$ cat src/verilog/uart_rx_pkg.sv
// Shared types for the UART receive path
// Frames are 8 data bits LSB first with optional even parity and one stop bit
package uart_rx_pkg;

  // Widths with a meaning
  typedef logic [7:0]  uart_char_t;  // One received character
  typedef logic [7:0]  line_cnt_t;   // Complete lines waiting in the FIFO
  typedef logic [31:0] wb_data_t;
  typedef logic [1:0]  wb_addr_t;    // Word address

  // What the sampler just took from the line
  typedef enum logic [1:0] {
    bit_data,
    bit_parity,
    bit_stop
  } bit_kind_e;

  typedef struct packed {
    logic      value;
    bit_kind_e kind;
    logic [2:0] idx;  // Data bit position only
  } rx_bit_t;

  typedef struct packed {
    uart_char_t data;
    logic       parity_err;
    logic       frame_err;
    logic       eol;         // Set by the line buffer only
  } rx_char_t;

  // Forced end of line after this many characters
  localparam int max_line_chars = 254;

  // Register map
  localparam wb_addr_t reg_data   = 2'd0;
  localparam wb_addr_t reg_status = 2'd1;
  localparam wb_addr_t reg_ctrl   = 2'd2;

endpackage

$ cat src/verilog/uart_rx_sampler.sv
// Bit sampler. clk_div must be at least 4
// Dropping rx_en aborts a frame in progress
`timescale 1ns/1ps

module uart_rx_sampler import uart_rx_pkg::*; #(
  parameter int clk_div   = 868,
  parameter int parity_en = 1
) (
  input  logic    clk,
  input  logic    arst_n,
  input  logic    rx,
  input  logic    rx_en,
  output logic    bit_valid,
  output rx_bit_t bit_out
);

  localparam int cnt_w = $clog2(clk_div);
  localparam logic [cnt_w-1:0] cnt_full = cnt_w'(clk_div - 1);
  localparam logic [cnt_w-1:0] cnt_half = cnt_w'(clk_div / 2 - 1);

  typedef enum logic [2:0] {idle, start, data, parity, stop} state_e;

  state_e           state;
  logic [1:0]       rx_sync;
  logic             rx_prev;
  logic [cnt_w-1:0] cnt;
  logic [2:0]       bit_cnt;
  logic             rx_s;
  logic             tick;
  logic             fall;

  assign rx_s = rx_sync[1];
  assign tick = (cnt == cnt_full);  // One bit period since last sample
  assign fall = rx_prev & ~rx_s;

  // Two-flop synchronizer plus edge history
  always_ff @(posedge clk or negedge arst_n) begin
    if (!arst_n) begin
      rx_sync <= 2'b11;  // Line idles high
      rx_prev <= 1'b1;
    end else begin
      rx_sync <= {rx_sync[0], rx};
      rx_prev <= rx_s;
    end
  end

  always_ff @(posedge clk or negedge arst_n) begin
    if (!arst_n) begin
      state     <= idle;
      cnt       <= '0;
      bit_cnt   <= '0;
      bit_valid <= 1'b0;
      bit_out   <= '0;
    end else begin
      bit_valid <= 1'b0;
      cnt       <= cnt + 1'b1;
      if (!rx_en) begin
        state   <= idle;
        cnt     <= '0;
        bit_cnt <= '0;
      end else begin
        case (state)
          idle: begin
            cnt     <= '0;
            bit_cnt <= '0;
            if (fall) state <= start;
          end
          start: if (cnt == cnt_half) begin  // Mid start bit
            cnt   <= '0;
            state <= rx_s ? idle : data;     // High again means a glitch
          end
          data: if (tick) begin
            cnt       <= '0;
            bit_valid <= 1'b1;
            bit_out   <= '{value: rx_s, kind: bit_data, idx: bit_cnt};
            bit_cnt   <= bit_cnt + 1'b1;
            if (bit_cnt == 3'd7) state <= (parity_en != 0) ? parity : stop;
          end
          parity: if (tick) begin
            cnt       <= '0;
            bit_valid <= 1'b1;
            bit_out   <= '{value: rx_s, kind: bit_parity, idx: 3'd0};
            state     <= stop;
          end
          stop: if (tick) begin
            cnt       <= '0;
            bit_valid <= 1'b1;
            bit_out   <= '{value: rx_s, kind: bit_stop, idx: 3'd0};
            state     <= idle;
          end
          default: state <= idle;
        endcase
      end
    end
  end

  // Deframer has no back-pressure, so strobes must stay isolated
  a_single_strobe: assert property (@(posedge clk) disable iff (!arst_n)
    bit_valid |=> !bit_valid);

endmodule

$ cat src/verilog/uart_rx_deframer.sv
// Byte assembly and error flags
// Relies on the sampler's labels alone for frame structure
`timescale 1ns/1ps

module uart_rx_deframer import uart_rx_pkg::*; (
  input  logic     clk,
  input  logic     arst_n,
  input  logic     bit_valid,
  input  rx_bit_t  bit_in,
  output logic     char_valid,
  output rx_char_t char_out
);

  uart_char_t shift_q;
  logic       par_q;       // Running XOR of data and parity bits
  logic       par_seen_q;  // A parity bit belongs to this frame

  // Control side
  always_ff @(posedge clk or negedge arst_n) begin
    if (!arst_n) begin
      char_valid <= 1'b0;
      par_q      <= 1'b0;
      par_seen_q <= 1'b0;
    end else begin
      char_valid <= 1'b0;
      if (bit_valid) begin
        case (bit_in.kind)
          bit_data: begin
            if (bit_in.idx == 3'd0) begin
              // First data bit restarts the frame
              par_q      <= bit_in.value;
              par_seen_q <= 1'b0;
            end else begin
              par_q <= par_q ^ bit_in.value;
            end
          end
          bit_parity: begin
            par_q      <= par_q ^ bit_in.value;
            par_seen_q <= 1'b1;
          end
          bit_stop: char_valid <= 1'b1;
          default: ;
        endcase
      end
    end
  end

  // Data path
  always_ff @(posedge clk) begin
    if (bit_valid) begin
      if (bit_in.kind == bit_data) shift_q[bit_in.idx] <= bit_in.value;
      if (bit_in.kind == bit_stop) begin
        char_out.data       <= shift_q;
        char_out.parity_err <= par_seen_q & par_q;  // Even parity gives zero
        char_out.frame_err  <= ~bit_in.value;
        char_out.eol        <= 1'b0;
      end
    end
  end

endmodule

$ cat src/verilog/uart_rx_line_buffer.sv
// Character FIFO with end-of-line marking
// fifo_depth is a power of two between 2 and 128
`timescale 1ns/1ps

module uart_rx_line_buffer import uart_rx_pkg::*; #(
  parameter int fifo_depth = 16
) (
  input  logic                        clk,
  input  logic                        arst_n,
  input  logic                        rx_en,
  input  logic                        char_valid,
  input  rx_char_t                    char_in,
  input  logic                        pop,
  input  logic                        clr_overflow,
  output rx_char_t                    head,
  output logic                        empty,
  output logic [$clog2(fifo_depth):0] level,
  output line_cnt_t                   lines,
  output logic                        overflow
);

  localparam int aw = $clog2(fifo_depth);
  localparam logic [aw:0] depth_lv = (aw + 1)'(fifo_depth);

  rx_char_t      mem [fifo_depth];
  logic [aw-1:0] wr_ptr;
  logic [aw-1:0] rd_ptr;
  logic [7:0]    char_cnt;  // Characters so far in the current line
  rx_char_t      wr_q;
  logic          wr_valid;
  logic          is_eol;
  logic          full;
  logic          push;
  logic          pop_ok;

  assign is_eol = (char_in.data == 8'h0A) || (char_cnt == 8'(max_line_chars - 1));
  assign full   = (level == depth_lv);
  assign empty  = (level == '0);
  assign push   = wr_valid & ~full;
  assign pop_ok = pop & ~empty;   // Pop on empty is ignored
  assign head   = mem[rd_ptr];

  // Marking stage
  always_ff @(posedge clk or negedge arst_n) begin
    if (!arst_n) begin
      char_cnt <= '0;
      wr_valid <= 1'b0;
    end else begin
      wr_valid <= char_valid;
      if (!rx_en) char_cnt <= '0;
      else if (char_valid) char_cnt <= is_eol ? 8'd0 : char_cnt + 1'b1;
    end
  end

  always_ff @(posedge clk) begin
    if (char_valid) wr_q <= '{data: char_in.data, parity_err: char_in.parity_err,
                              frame_err: char_in.frame_err, eol: is_eol};
    if (push) mem[wr_ptr] <= wr_q;
  end

  // Pointers and counts
  always_ff @(posedge clk or negedge arst_n) begin
    if (!arst_n) begin
      wr_ptr   <= '0;
      rd_ptr   <= '0;
      level    <= '0;
      lines    <= '0;
      overflow <= 1'b0;
    end else begin
      if (push)   wr_ptr <= wr_ptr + 1'b1;
      if (pop_ok) rd_ptr <= rd_ptr + 1'b1;
      level <= level + (aw + 1)'(push) - (aw + 1)'(pop_ok);
      lines <= lines + line_cnt_t'(push & wr_q.eol) - line_cnt_t'(pop_ok & head.eol);
      if (wr_valid && full) overflow <= 1'b1;  // Character dropped
      else if (clr_overflow) overflow <= 1'b0;
    end
  end

  a_level_bound: assert property (@(posedge clk) disable iff (!arst_n)
    level <= depth_lv);
  a_lines_bound: assert property (@(posedge clk) disable iff (!arst_n)
    lines <= line_cnt_t'(level));

endmodule

$ cat src/verilog/uart_rx_wb_regs.sv
// Wishbone classic slave with one wait state on every access
// Reading data from an empty FIFO returns zero
`timescale 1ns/1ps

module uart_rx_wb_regs import uart_rx_pkg::*; #(
  parameter int fifo_depth = 16
) (
  input  logic                        clk,
  input  logic                        arst_n,
  input  logic                        wb_cyc,
  input  logic                        wb_stb,
  input  logic                        wb_we,
  input  wb_addr_t                    wb_adr,
  input  wb_data_t                    wb_dat_w,
  output wb_data_t                    wb_dat_r,
  output logic                        wb_ack,
  output logic                        rx_en,
  input  rx_char_t                    head,
  input  logic                        empty,
  input  logic [$clog2(fifo_depth):0] level,
  input  line_cnt_t                   lines,
  input  logic                        overflow,
  output logic                        pop,
  output logic                        clr_overflow
);

  localparam int lvl_w = $clog2(fifo_depth) + 1;

  logic     req;
  wb_data_t rd_data;

  assign req = wb_cyc & wb_stb & ~wb_ack;  // Ack lasts a single clock

  // Read mux
  always_comb begin
    rd_data = '0;
    case (wb_adr)
      reg_data: begin
        if (!empty) rd_data[10:0] = {head.eol, head.frame_err, head.parity_err, head.data};
      end
      reg_status: begin
        rd_data[0]            = empty;
        rd_data[1]            = overflow;
        rd_data[8 +: lvl_w]   = level;
        rd_data[23:16]        = lines;
      end
      reg_ctrl: rd_data[0] = rx_en;
      default: ;
    endcase
  end

  always_ff @(posedge clk or negedge arst_n) begin
    if (!arst_n) begin
      wb_ack       <= 1'b0;
      wb_dat_r     <= '0;
      rx_en        <= 1'b0;
      pop          <= 1'b0;
      clr_overflow <= 1'b0;
    end else begin
      wb_ack       <= req;
      pop          <= 1'b0;
      clr_overflow <= 1'b0;
      if (req) begin
        if (wb_we) begin
          if (wb_adr == reg_ctrl) rx_en <= wb_dat_w[0];
          if (wb_adr == reg_status) clr_overflow <= wb_dat_w[1];
        end else begin
          wb_dat_r <= rd_data;
          pop      <= (wb_adr == reg_data) && !empty;  // Head leaves on the ack clock
        end
      end
    end
  end

  // The character returned on a data read must still be queued when it is popped
  a_pop_has_head: assert property (@(posedge clk) disable iff (!arst_n)
    pop |-> !empty);

endmodule

$ cat src/verilog/uart_rx_top.sv
// UART receive subsystem with no transmit path
// Baud rate is fixed by clk_div
// Parity is even when parity_en is set
`timescale 1ns/1ps

module uart_rx_top import uart_rx_pkg::*; #(
  parameter int clk_div    = 868,
  parameter int parity_en  = 1,
  parameter int fifo_depth = 16
) (
  input  logic     clk,
  input  logic     arst_n,
  input  logic     rx,
  input  logic     wb_cyc,
  input  logic     wb_stb,
  input  logic     wb_we,
  input  wb_addr_t wb_adr,
  input  wb_data_t wb_dat_w,
  output wb_data_t wb_dat_r,
  output logic     wb_ack
);

  logic                        rx_en;
  logic                        bit_valid;
  rx_bit_t                     bit_w;
  logic                        char_valid;
  rx_char_t                    char_w;
  rx_char_t                    head;
  logic                        empty;
  logic [$clog2(fifo_depth):0] level;
  line_cnt_t                   lines;
  logic                        overflow;
  logic                        pop;
  logic                        clr_overflow;

  uart_rx_sampler #(.clk_div(clk_div), .parity_en(parity_en)) i_sampler (
    .clk, .arst_n, .rx, .rx_en, .bit_valid, .bit_out(bit_w)
  );

  uart_rx_deframer i_deframer (
    .clk, .arst_n, .bit_valid, .bit_in(bit_w), .char_valid, .char_out(char_w)
  );

  uart_rx_line_buffer #(.fifo_depth(fifo_depth)) i_line_buffer (
    .clk, .arst_n, .rx_en, .char_valid, .char_in(char_w), .pop, .clr_overflow,
    .head, .empty, .level, .lines, .overflow
  );

  uart_rx_wb_regs #(.fifo_depth(fifo_depth)) i_wb_regs (
    .clk, .arst_n, .wb_cyc, .wb_stb, .wb_we, .wb_adr, .wb_dat_w, .wb_dat_r, .wb_ack,
    .rx_en, .head, .empty, .level, .lines, .overflow, .pop, .clr_overflow
  );

endmodule

$ cat config.mk
export PLATFORM = sky130hd
export DESIGN_NAME = uart_rx_top
export DESIGN_NICKNAME = d
export VERILOG_FILES = /design/src/verilog/uart_rx_pkg.sv /design/src/verilog/uart_rx_sampler.sv /design/src/verilog/uart_rx_deframer.sv /design/src/verilog/uart_rx_line_buffer.sv /design/src/verilog/uart_rx_wb_regs.sv /design/src/verilog/uart_rx_top.sv
export SDC_FILE = /design/constraint.sdc
export NUM_CORES = 1
export LEC_CHECK = 0
export CORE_ASPECT_RATIO = 1.4
export CORE_MARGIN = 2
export CORE_UTILIZATION = 50
export CTS_CLUSTER_SIZE = 25
export DETAILED_ROUTE_END_ITERATION = 8
export DONT_BUFFER_PORTS = 1
export SYNTH_ARGS = -nofsm -noshare
export SYNTH_HDL_FRONTEND = slang
export SYNTH_SLANG_ARGS = --single-unit
$ cat constraint.sdc
create_clock -name clk -period 4.49 [get_ports clk]
set_input_delay 0.449 -clock clk [delete_from_list [all_inputs] [get_ports clk]]
set_output_delay 0.449 -clock clk [all_outputs]
set_load 0.02 [all_outputs]
==> results.py, run 1 <==
metrics = {
    "power_and_ir_drop": {
        "intPower_uw": 4250,
        "worst_ir_drop_vdd_uv": 265,
        "power.leakage_uw": 0.00415,
        "p_comb_frac": 0.015,
        "power.switching_uw": 1020,
        "sequentialPowerShare": 0.545,
        "share_clk_of_total_power": 0.440,
        "power.density_nw_per_um2": 398,
        "power.share.switching": 0.194,
    },
    "logic_synthesis": {
        "syn_area_um2": 12000,
        "synth.largest_area_cell": "sky130_fd_sc_hd__edfxtp_1",
        "synth_top_area_frac": 0.515,
        "postSynth.asyncResetShare": 0.293,
        "sequential_area_share_after_synthesis": 0.693,
        "number_of_warnings_issued_by_yosys": 0,
        "synthCells": 755,
        "synth_cell_type_count": 60,
        "synth.ff_latch_count": 290,
        "top_post_synthesis_cells_by_area": "sky130_fd_sc_hd__edfxtp_1, sky130_fd_sc_hd__dfrtp_1, sky130_fd_sc_hd__mux4_2",
        "yosys_most_used_dff": "sky130_fd_sc_hd__edfxtp_1",
        "syn-mean-instance-area_um2": 15.8,
        "synth_edf_count": 205,
    },
    "worst_setup_path": {
        "timing.rr.start": "i_line_buffer.rd_ptr[2]",
        "cp_cell_sequence": "mux4_2 > mux2i_1 > mux2_2 > nor2_1 > ha_1 > inv_1 > ha_1 > fa_1 > a21o_1 > a21oi_1 > o21bai_1 > a21oi_1 > xnor2_1",
        "r2r_end": "i_line_buffer.lines[6]",
        "crit_path_max_fanout": 19,
        "cp-endpoint": "i_line_buffer.lines[6]",
        "worstRegToRegCells": 13,
        "worst_ep_required_time_ns": 4.94,
        "critPathArrivalTime_ns": 4.00,
        "crit_path_start": "i_line_buffer.rd_ptr[2]",
        "cp-end-kind": "flop",
        "path_depth": 13,
        "largest_stage_delay_on_the_critical_path_ns": 0.93,
        "setup.worst_path.start_class": "flop",
        "critPathTopFamily": "flip-flops",
        "timing.reg2reg.setup_slack_ns": 0.94,
        "worst-setup-path-type": "reg -> reg",
        "worst-path-buf-inv": 1,
        "timing.critical_path.slowest_stage_cell": "sky130_fd_sc_hd__dfrtp_1",
    },
    "grt": {
        "global_route.overflow_total": 0,
        "first_global_vias": 6605,
        "grtUsageTotal": 0.189,
        "largest_net_degree_at_the_start_of_global_routing": 86,
        "grt_pass1_wl_um": 36400,
        "antenna_found_initial": 0,
    },
    "finish": {
        "postLayoutCellArea_um2": 13200,
        "post_route_cells_drive_above_1_share": 0.155,
        "antenna_cells": 0,
        "multiInputGateArea_um2": 3380,
        "filler_cell_count": 1851,
        "final_nets": 836,
        "instances_no_fill": 1097,
        "register_area_um2": 8290,
        "area_overhead_of_the_layout_relative_to_synthesis_pct": 10.7,
    },
    "cts": {
        "cts_repair_resize_count": 0,
        "ctsRootBufferMaster": "sky130_fd_sc_hd__clkbuf_16",
        "clk_path_buf_depth": 3,
        "cts_tree": "built",
        "htree_num_levels": 1,
        "insertion_delay_ns": 0.53,
        "number_of_buffers_added_by_the_clock_tree_synthesis_step": 28,
        "worst_path_clk_slew_ns": 0.06,
        "cts_sinks": 290,
    },
    "routing": {
        "routed_wl_um": 23100,
        "detail_route.vias_per_cell": 5.63,
        "drt_iter0_drcs": 315,
        "detailed_route_drc_error_count": 0,
        "detail-route-antenna-nets": 0,
        "wl_per_cell_um": 21.1,
        "drt_first_pass_iters": 6,
        "routed-via-count": 6177,
    },
    "sta": {
        "max_transition_margin": 0.278,
        "setup_viol_count_final": 0,
        "final.setup_skew_ns": 0.0123,
        "post-route-period-util": 0.790,
        "timing.final.crit_period_ns": 3.55,
        "worst_hold_slack_ns": 0.0677,
        "grt_setup_unrepaired": "false",
        "timing_hold_violations_final": 0,
        "setup_total_negative_slack_ns": 0,
        "tightest_slew_ns": 1.08,
        "maxSlewViolCount": 0,
        "fmaxAchievable_mhz": 282,
    },
    "floorplan": {
        "die-height_um": 187,
        "die_area_um2": 25200,
        "std_cell_rows": 66,
        "floorplan.core_area_um2": 23400,
        "horizontal_die_dimension_um": 135,
        "starting_density": 0.511,
        "pin_count": 73,
    },
    "outcome": {
        "run_status": "completed",
    },
    "min_path": {
        "hold_path_class": "in -> reg",
    },
    "placed_design": {
        "dp_cells": 1042,
        "io_buffer_count": 0,
        "dpl.hpwl_um": 14600,
        "postPlaceCellArea_um2": 12300,
        "gpl.final_weighted_congestion": 0.810,
    },
    "job": {
        "maxCapViolations": 0,
    },
}
worst register-to-register path: cells and delay by family (launching register included):
| family | cells | cell delay, ns |
|---|---|---|
| AND/OR/NAND/NOR | 1 | 0.06 |
| multiplexers | 3 | 0.76 |
| flip-flops | 1 | 0.93 |
| AO/OA/AOI/OAI | 4 | 0.66 |
| adder cells (fa/ha/maj) | 3 | 0.90 |
| XOR/XNOR | 1 | 0.13 |
| buffers and inverters | 1 | 0.04 |
power by group through the flow:
stage	sequential, uW	clock (uW)	combinational (uW)
2_1_floorplan	2910	0	66.8
3_3_place_gp	2930	0	57.0
3_5_place_dp	2930	0	58.8
4_1_cts	2870	2370	80.4
5_1_grt	2870	2470	88.7
6_report	2870	2320	78.9
cells by family after synthesis:
group / Yosys count / share of synthesized area
fa+ha+maj: 27 / 0.0295
mux: 64 / 0.100
flops: 290 / 0.693
xor+xnor: 31 / 0.0227
simple gates: 201 / 0.0864
other cells: 1 / 0.000314
compound gates: 67 / 0.0382
buf+inv: 74 / 0.0291
routing by layer:
metal | global-route usage | vias to the layer above | wire length [um]
met3 | 0.0228 | 54 | 779
met4 | 0.0692 | 0 | 776
met2 | 0.354 | 103 | 12900
met1 | 0.220 | 3198 | 8650
li1 | - | 2822 | -
met5 | 0 | - | 0
Yosys cell counts, types with 3 or more instances:
cell	instances
sky130_fd_sc_hd__edfxtp_1	205
sky130_fd_sc_hd__dfrtp_1	82
sky130_fd_sc_hd__nand2_1	55
sky130_fd_sc_hd__mux4_2	44
sky130_fd_sc_hd__nor2_1	43
sky130_fd_sc_hd__inv_1	33
sky130_fd_sc_hd__nand3_1	26
sky130_fd_sc_hd__ha_1	25
sky130_fd_sc_hd__clkbuf_1	21
sky130_fd_sc_hd__xnor2_1	21
sky130_fd_sc_hd__buf_4	14
sky130_fd_sc_hd__nor2b_1	14
sky130_fd_sc_hd__a21oi_1	13
sky130_fd_sc_hd__mux2i_1	12
sky130_fd_sc_hd__o21ai_0	12
sky130_fd_sc_hd__and2_1	11
sky130_fd_sc_hd__nor3_1	10
sky130_fd_sc_hd__xor2_1	10
sky130_fd_sc_hd__mux2_2	8
sky130_fd_sc_hd__a211oi_1	7
sky130_fd_sc_hd__a22o_1	7
sky130_fd_sc_hd__nand4_1	6
sky130_fd_sc_hd__nand2b_1	5
sky130_fd_sc_hd__nor3b_1	5
sky130_fd_sc_hd__o211ai_1	5
sky130_fd_sc_hd__and3_1	4
sky130_fd_sc_hd__and3b_1	4
sky130_fd_sc_hd__o22ai_1	4
sky130_fd_sc_hd__or3_1	4
sky130_fd_sc_hd__a21o_1	3
sky130_fd_sc_hd__dfstp_2	3
cells in the final DEF, fill, tap and decap left out, types with 8 or more instances in the layout:
master                      synthesis  layout
sky130_fd_sc_hd__inv_1             33      33
sky130_fd_sc_hd__a21oi_1           13      13
sky130_fd_sc_hd__xnor2_1           21      21
sky130_fd_sc_hd__mux4_2            44      44
sky130_fd_sc_hd__clkbuf_16          0      29
sky130_fd_sc_hd__conb_1             1      11
sky130_fd_sc_hd__o21ai_0           12      12
sky130_fd_sc_hd__dfrtp_1           82      81
sky130_fd_sc_hd__mux2i_1           12      12
sky130_fd_sc_hd__nor2_1            43      41
sky130_fd_sc_hd__edfxtp_1         205     205
sky130_fd_sc_hd__nand2_1           55      55
sky130_fd_sc_hd__mux2_2             8       8
sky130_fd_sc_hd__and2_1            11      11
sky130_fd_sc_hd__xor2_1            10      10
sky130_fd_sc_hd__buf_4             14      12
sky130_fd_sc_hd__nor2b_1           14      14
sky130_fd_sc_hd__nand3_1           26      26
sky130_fd_sc_hd__ha_1              25      25
layout make-up:
type,count,area share
timing repair buffer,15,0.0104
sequential,290,0.626
tap,306,0.0289
clock buffer,41,0.0620
multi-input combinational,401,0.255
clock inverter,11,0.00775
inverter,33,0.00936
stage by stage:
step / utilization / setup slack (ns) / power [uW]
2_1_floorplan: - / 1.39 / 2980
3_3_place_gp: 0.525 / 0.951 / 2980
3_5_place_dp: 0.525 / 0.903 / 2990
4_1_cts: 0.566 / 0.893 / 5330
5_1_grt: 0.566 / 0.681 / 5440
6_report: 0.566 / 0.941 / 5270
how the worst min path moves through the flow:
stage	start	to	slack, ns	depth (start not counted)
finish	wb_dat_w[0]	i_wb_regs.rx_en	0.07	1
detailed placement	arst_n	i_wb_regs.rx_en	0.16	0
global placement	arst_n	i_wb_regs.rx_en	0.16	0
global route	wb_dat_w[0]	i_wb_regs.rx_en	0.05	1
CTS	wb_dat_w[0]	i_wb_regs.rx_en	0.05	1
floorplan	arst_n	i_deframer.char_valid	0.15	0
sequential cells by signal (all words and copies together) (netlist names), 2 cells and up:
| register | count |
|---|---|
| i_line_buffer.mem | 176 |
| i_wb_regs.wb_dat_r | 21 |
| i_line_buffer.wr_q | 11 |
| i_deframer.char_out | 10 |
| i_sampler.cnt | 10 |
| i_deframer.shift_q | 8 |
| i_line_buffer.char_cnt | 8 |
| i_line_buffer.lines | 8 |
| i_sampler.bit_out | 6 |
| i_line_buffer.level | 5 |
| i_line_buffer.rd_ptr | 4 |
| i_line_buffer.wr_ptr | 4 |
| i_sampler.bit_cnt | 3 |
| i_sampler.state | 3 |
| i_sampler.rx_sync | 2 |
what timing repair did:
item	in CTS	in global routing
hold buffers	3	0
buffers inserted	0	0
endpoints found under the hold margin	86	0
No activity file was read; power rests on OpenSTA's default activity.
==> run 2, diff against run 1 <==
Clock period 4.49 ns to 3.5 ns, I/O delays scaled along.
==> run 2 against run 1 <==
Final cell count increased by 2.1%; wire length fell by 0.66%; final area up 1.7%; count of clock-buffer cells in the layout decreased by 10; clock power up 36%; fmax grew 7.6%.
==> results.py, run 2 (same netlist as run 1, synthesis figures left out) <==
metrics = {
    "worst_setup_path": {
        "worstRegToRegCells": 13,
        "cp-end-kind": "flop",
        "critPathArrivalTime_ns": 3.75,
        "worst-setup-path-type": "reg -> reg",
        "worst_ep_required_time_ns": 3.95,
        "crit_path_max_fanout": 8,
        "setup.worst_path.start_class": "flop",
    },
    "sta": {
        "timing_hold_violations_final": 0,
        "setup_total_negative_slack_ns": 0,
        "max_transition_margin": 0.275,
        "worst_hold_slack_ns": 0.0684,
        "timing.final.crit_period_ns": 3.30,
        "tightest_slew_ns": 1.08,
        "setup_viol_count_final": 0,
        "final.setup_skew_ns": 0.0128,
        "fmaxAchievable_mhz": 303,
        "grt_setup_unrepaired": "false",
        "post-route-period-util": 0.942,
        "maxSlewViolCount": 0,
    },
    "routing": {
        "wl_per_cell_um": 20.5,
        "routed_wl_um": 23000,
        "detailed_route_drc_error_count": 0,
        "routed-via-count": 6275,
        "drt_iter0_drcs": 353,
        "detail_route.vias_per_cell": 5.60,
        "detail-route-antenna-nets": 0,
        "drt_first_pass_iters": 4,
    },
    "grt": {
        "largest_net_degree_at_the_start_of_global_routing": 86,
        "grt_pass1_wl_um": 37000,
        "grtUsageTotal": 0.190,
        "antenna_found_initial": 0,
        "first_global_vias": 6726,
        "global_route.overflow_total": 0,
    },
    "finish": {
        "layout.cells.most_common": "sky130_fd_sc_hd__edfxtp_1",
        "antenna_cells": 0,
        "final_nets": 859,
        "layout_common_cells": "sky130_fd_sc_hd__edfxtp_1, sky130_fd_sc_hd__dfrtp_1, sky130_fd_sc_hd__nand2_1",
        "post_route_cells_drive_above_1_share": 0.174,
        "max_ffs_per_register": 176,
        "largestRegisters": "i_line_buffer.mem: 176 flops, i_wb_regs.wb_dat_r: 21 flops, i_line_buffer.wr_q: 11 flops",
        "area_overhead_of_the_layout_relative_to_synthesis_pct": 12.7,
        "register_bank_with_the_most_flops": "i_line_buffer.mem",
    },
    "floorplan": {
        "pin_count": 73,
        "die_area_um2": 25200,
        "die-height_um": 187,
        "horizontal_die_dimension_um": 135,
        "starting_density": 0.511,
        "floorplan.core_area_um2": 23400,
        "std_cell_rows": 66,
    },
    "placed_design": {
        "dpl.hpwl_um": 14700,
        "gpl.final_weighted_congestion": 0.760,
        "io_buffer_count": 0,
    },
    "power_and_ir_drop": {
        "design_power_total_uw": 6950,
        "power.density_nw_per_um2": 516,
        "power.leakage_uw": 0.00429,
        "worst_ir_drop_vdd_uv": 352,
    },
    "cts": {
        "cts_tree": "built",
        "worst_path_clk_slew_ns": 0.06,
        "number_of_buffers_added_by_the_clock_tree_synthesis_step": 29,
        "ctsRootBufferMaster": "sky130_fd_sc_hd__clkbuf_16",
        "htree_num_levels": 1,
        "cts_sinks": 290,
        "number_of_setup_buffers_added_after_cts": 0,
        "insertion_delay_ns": 0.53,
        "clk_path_buf_depth": 3,
    },
    "min_path": {
        "timing.hold.worst_path_depth": 1,
        "hold_path_class": "in -> reg",
    },
    "job": {
        "maxCapViolations": 0,
    },
    "outcome": {
        "run_status": "completed",
    },
}
==> run 2: cell types whose count changed in the layout (fill, tap and decap cells not counted), sizes merged <==
| cell | delta |
|---|---|
| inv | +2 |
| buf | +17 |
| clkbuf | -10 |
| clkinvlp | +1 |
| dlygate4sd3 | +5 |
| bufinv | +3 |
| clkinv | +5 |
==> run 2: repair_timing <==
item                      in CTS  in global routing
hold buffers                   8                  0
hold endpoints to repair      89                  0
gates resized for setup        0                  0
==> run 2: final timing paths <==
path	startpoint	slack, ns	endpoint
worst max-delay path	i_line_buffer.rd_ptr[0]	0.20	i_line_buffer.lines[6]
worst min-delay path	wb_cyc	0.07	i_wb_regs.wb_ack
worst max register to register	i_line_buffer.rd_ptr[0]	0.20	i_line_buffer.lines[6]
worst min register to register	i_sampler.rx_sync[0]	0.36	i_sampler.rx_sync[1]
max in group asynchronous	arst_n	2.73	i_sampler.rx_sync[1]
min in group asynchronous	arst_n	0.40	i_wb_regs.wb_dat_r[20]
==> run 2: metal layers <==
metal	global-route usage	vias to the layer above	wire (um)
met4	0.0636	0	699
met2	0.345	92	12400
met1	0.234	3258	9090
li1	-	2877	-
met5	0	-	0
met3	0.0230	48	715
==> run 2: worst max-delay path, cell delays in order (launching register included) <==
cell,delay (ns)
sky130_fd_sc_hd__dfrtp_2,0.49
sky130_fd_sc_hd__mux4_2,0.54
sky130_fd_sc_hd__mux2i_1,0.19
sky130_fd_sc_hd__mux2_2,0.20
sky130_fd_sc_hd__nor2_1,0.06
sky130_fd_sc_hd__ha_1,0.27
sky130_fd_sc_hd__inv_1,0.04
sky130_fd_sc_hd__ha_1,0.21
sky130_fd_sc_hd__fa_1,0.41
sky130_fd_sc_hd__a21o_1,0.18
sky130_fd_sc_hd__a21oi_1,0.22
sky130_fd_sc_hd__o21bai_1,0.09
sky130_fd_sc_hd__a21oi_1,0.19
sky130_fd_sc_hd__xnor2_1,0.13
==> run 2: layout make-up <==
cell class | count | area [um^2]
flip-flops and latches | 290 | 8290
clock inverters | 22 | 249
inverters | 33 | 124
clock buffers | 31 | 733
repair buffers | 37 | 315
fillers | 1834 | 9900
multi-input cells | 401 | 3380
well taps | 306 | 383
==> run 2: report_power, final <==
part / internal [uW] / switching (uW)
logic: 35.7 / 70.9
registers: 3650 / 31.4
clock network: 1890 / 1260
total: 5580 / 1370
==> run 2: through the flow <==
step | util | cells | worst slack [ns] | instance area, um^2
detailed placement | 0.530 | 1059 | 0.169 | 12400
floorplan | - | 765 | 0.398 | 12000
global placement | 0.530 | 1059 | 0.265 | 12400
CTS | 0.576 | 1120 | 0.142 | 13500
finish | 0.576 | 1120 | 0.202 | 13500
global route | 0.576 | 1120 | 0.00750 | 13500
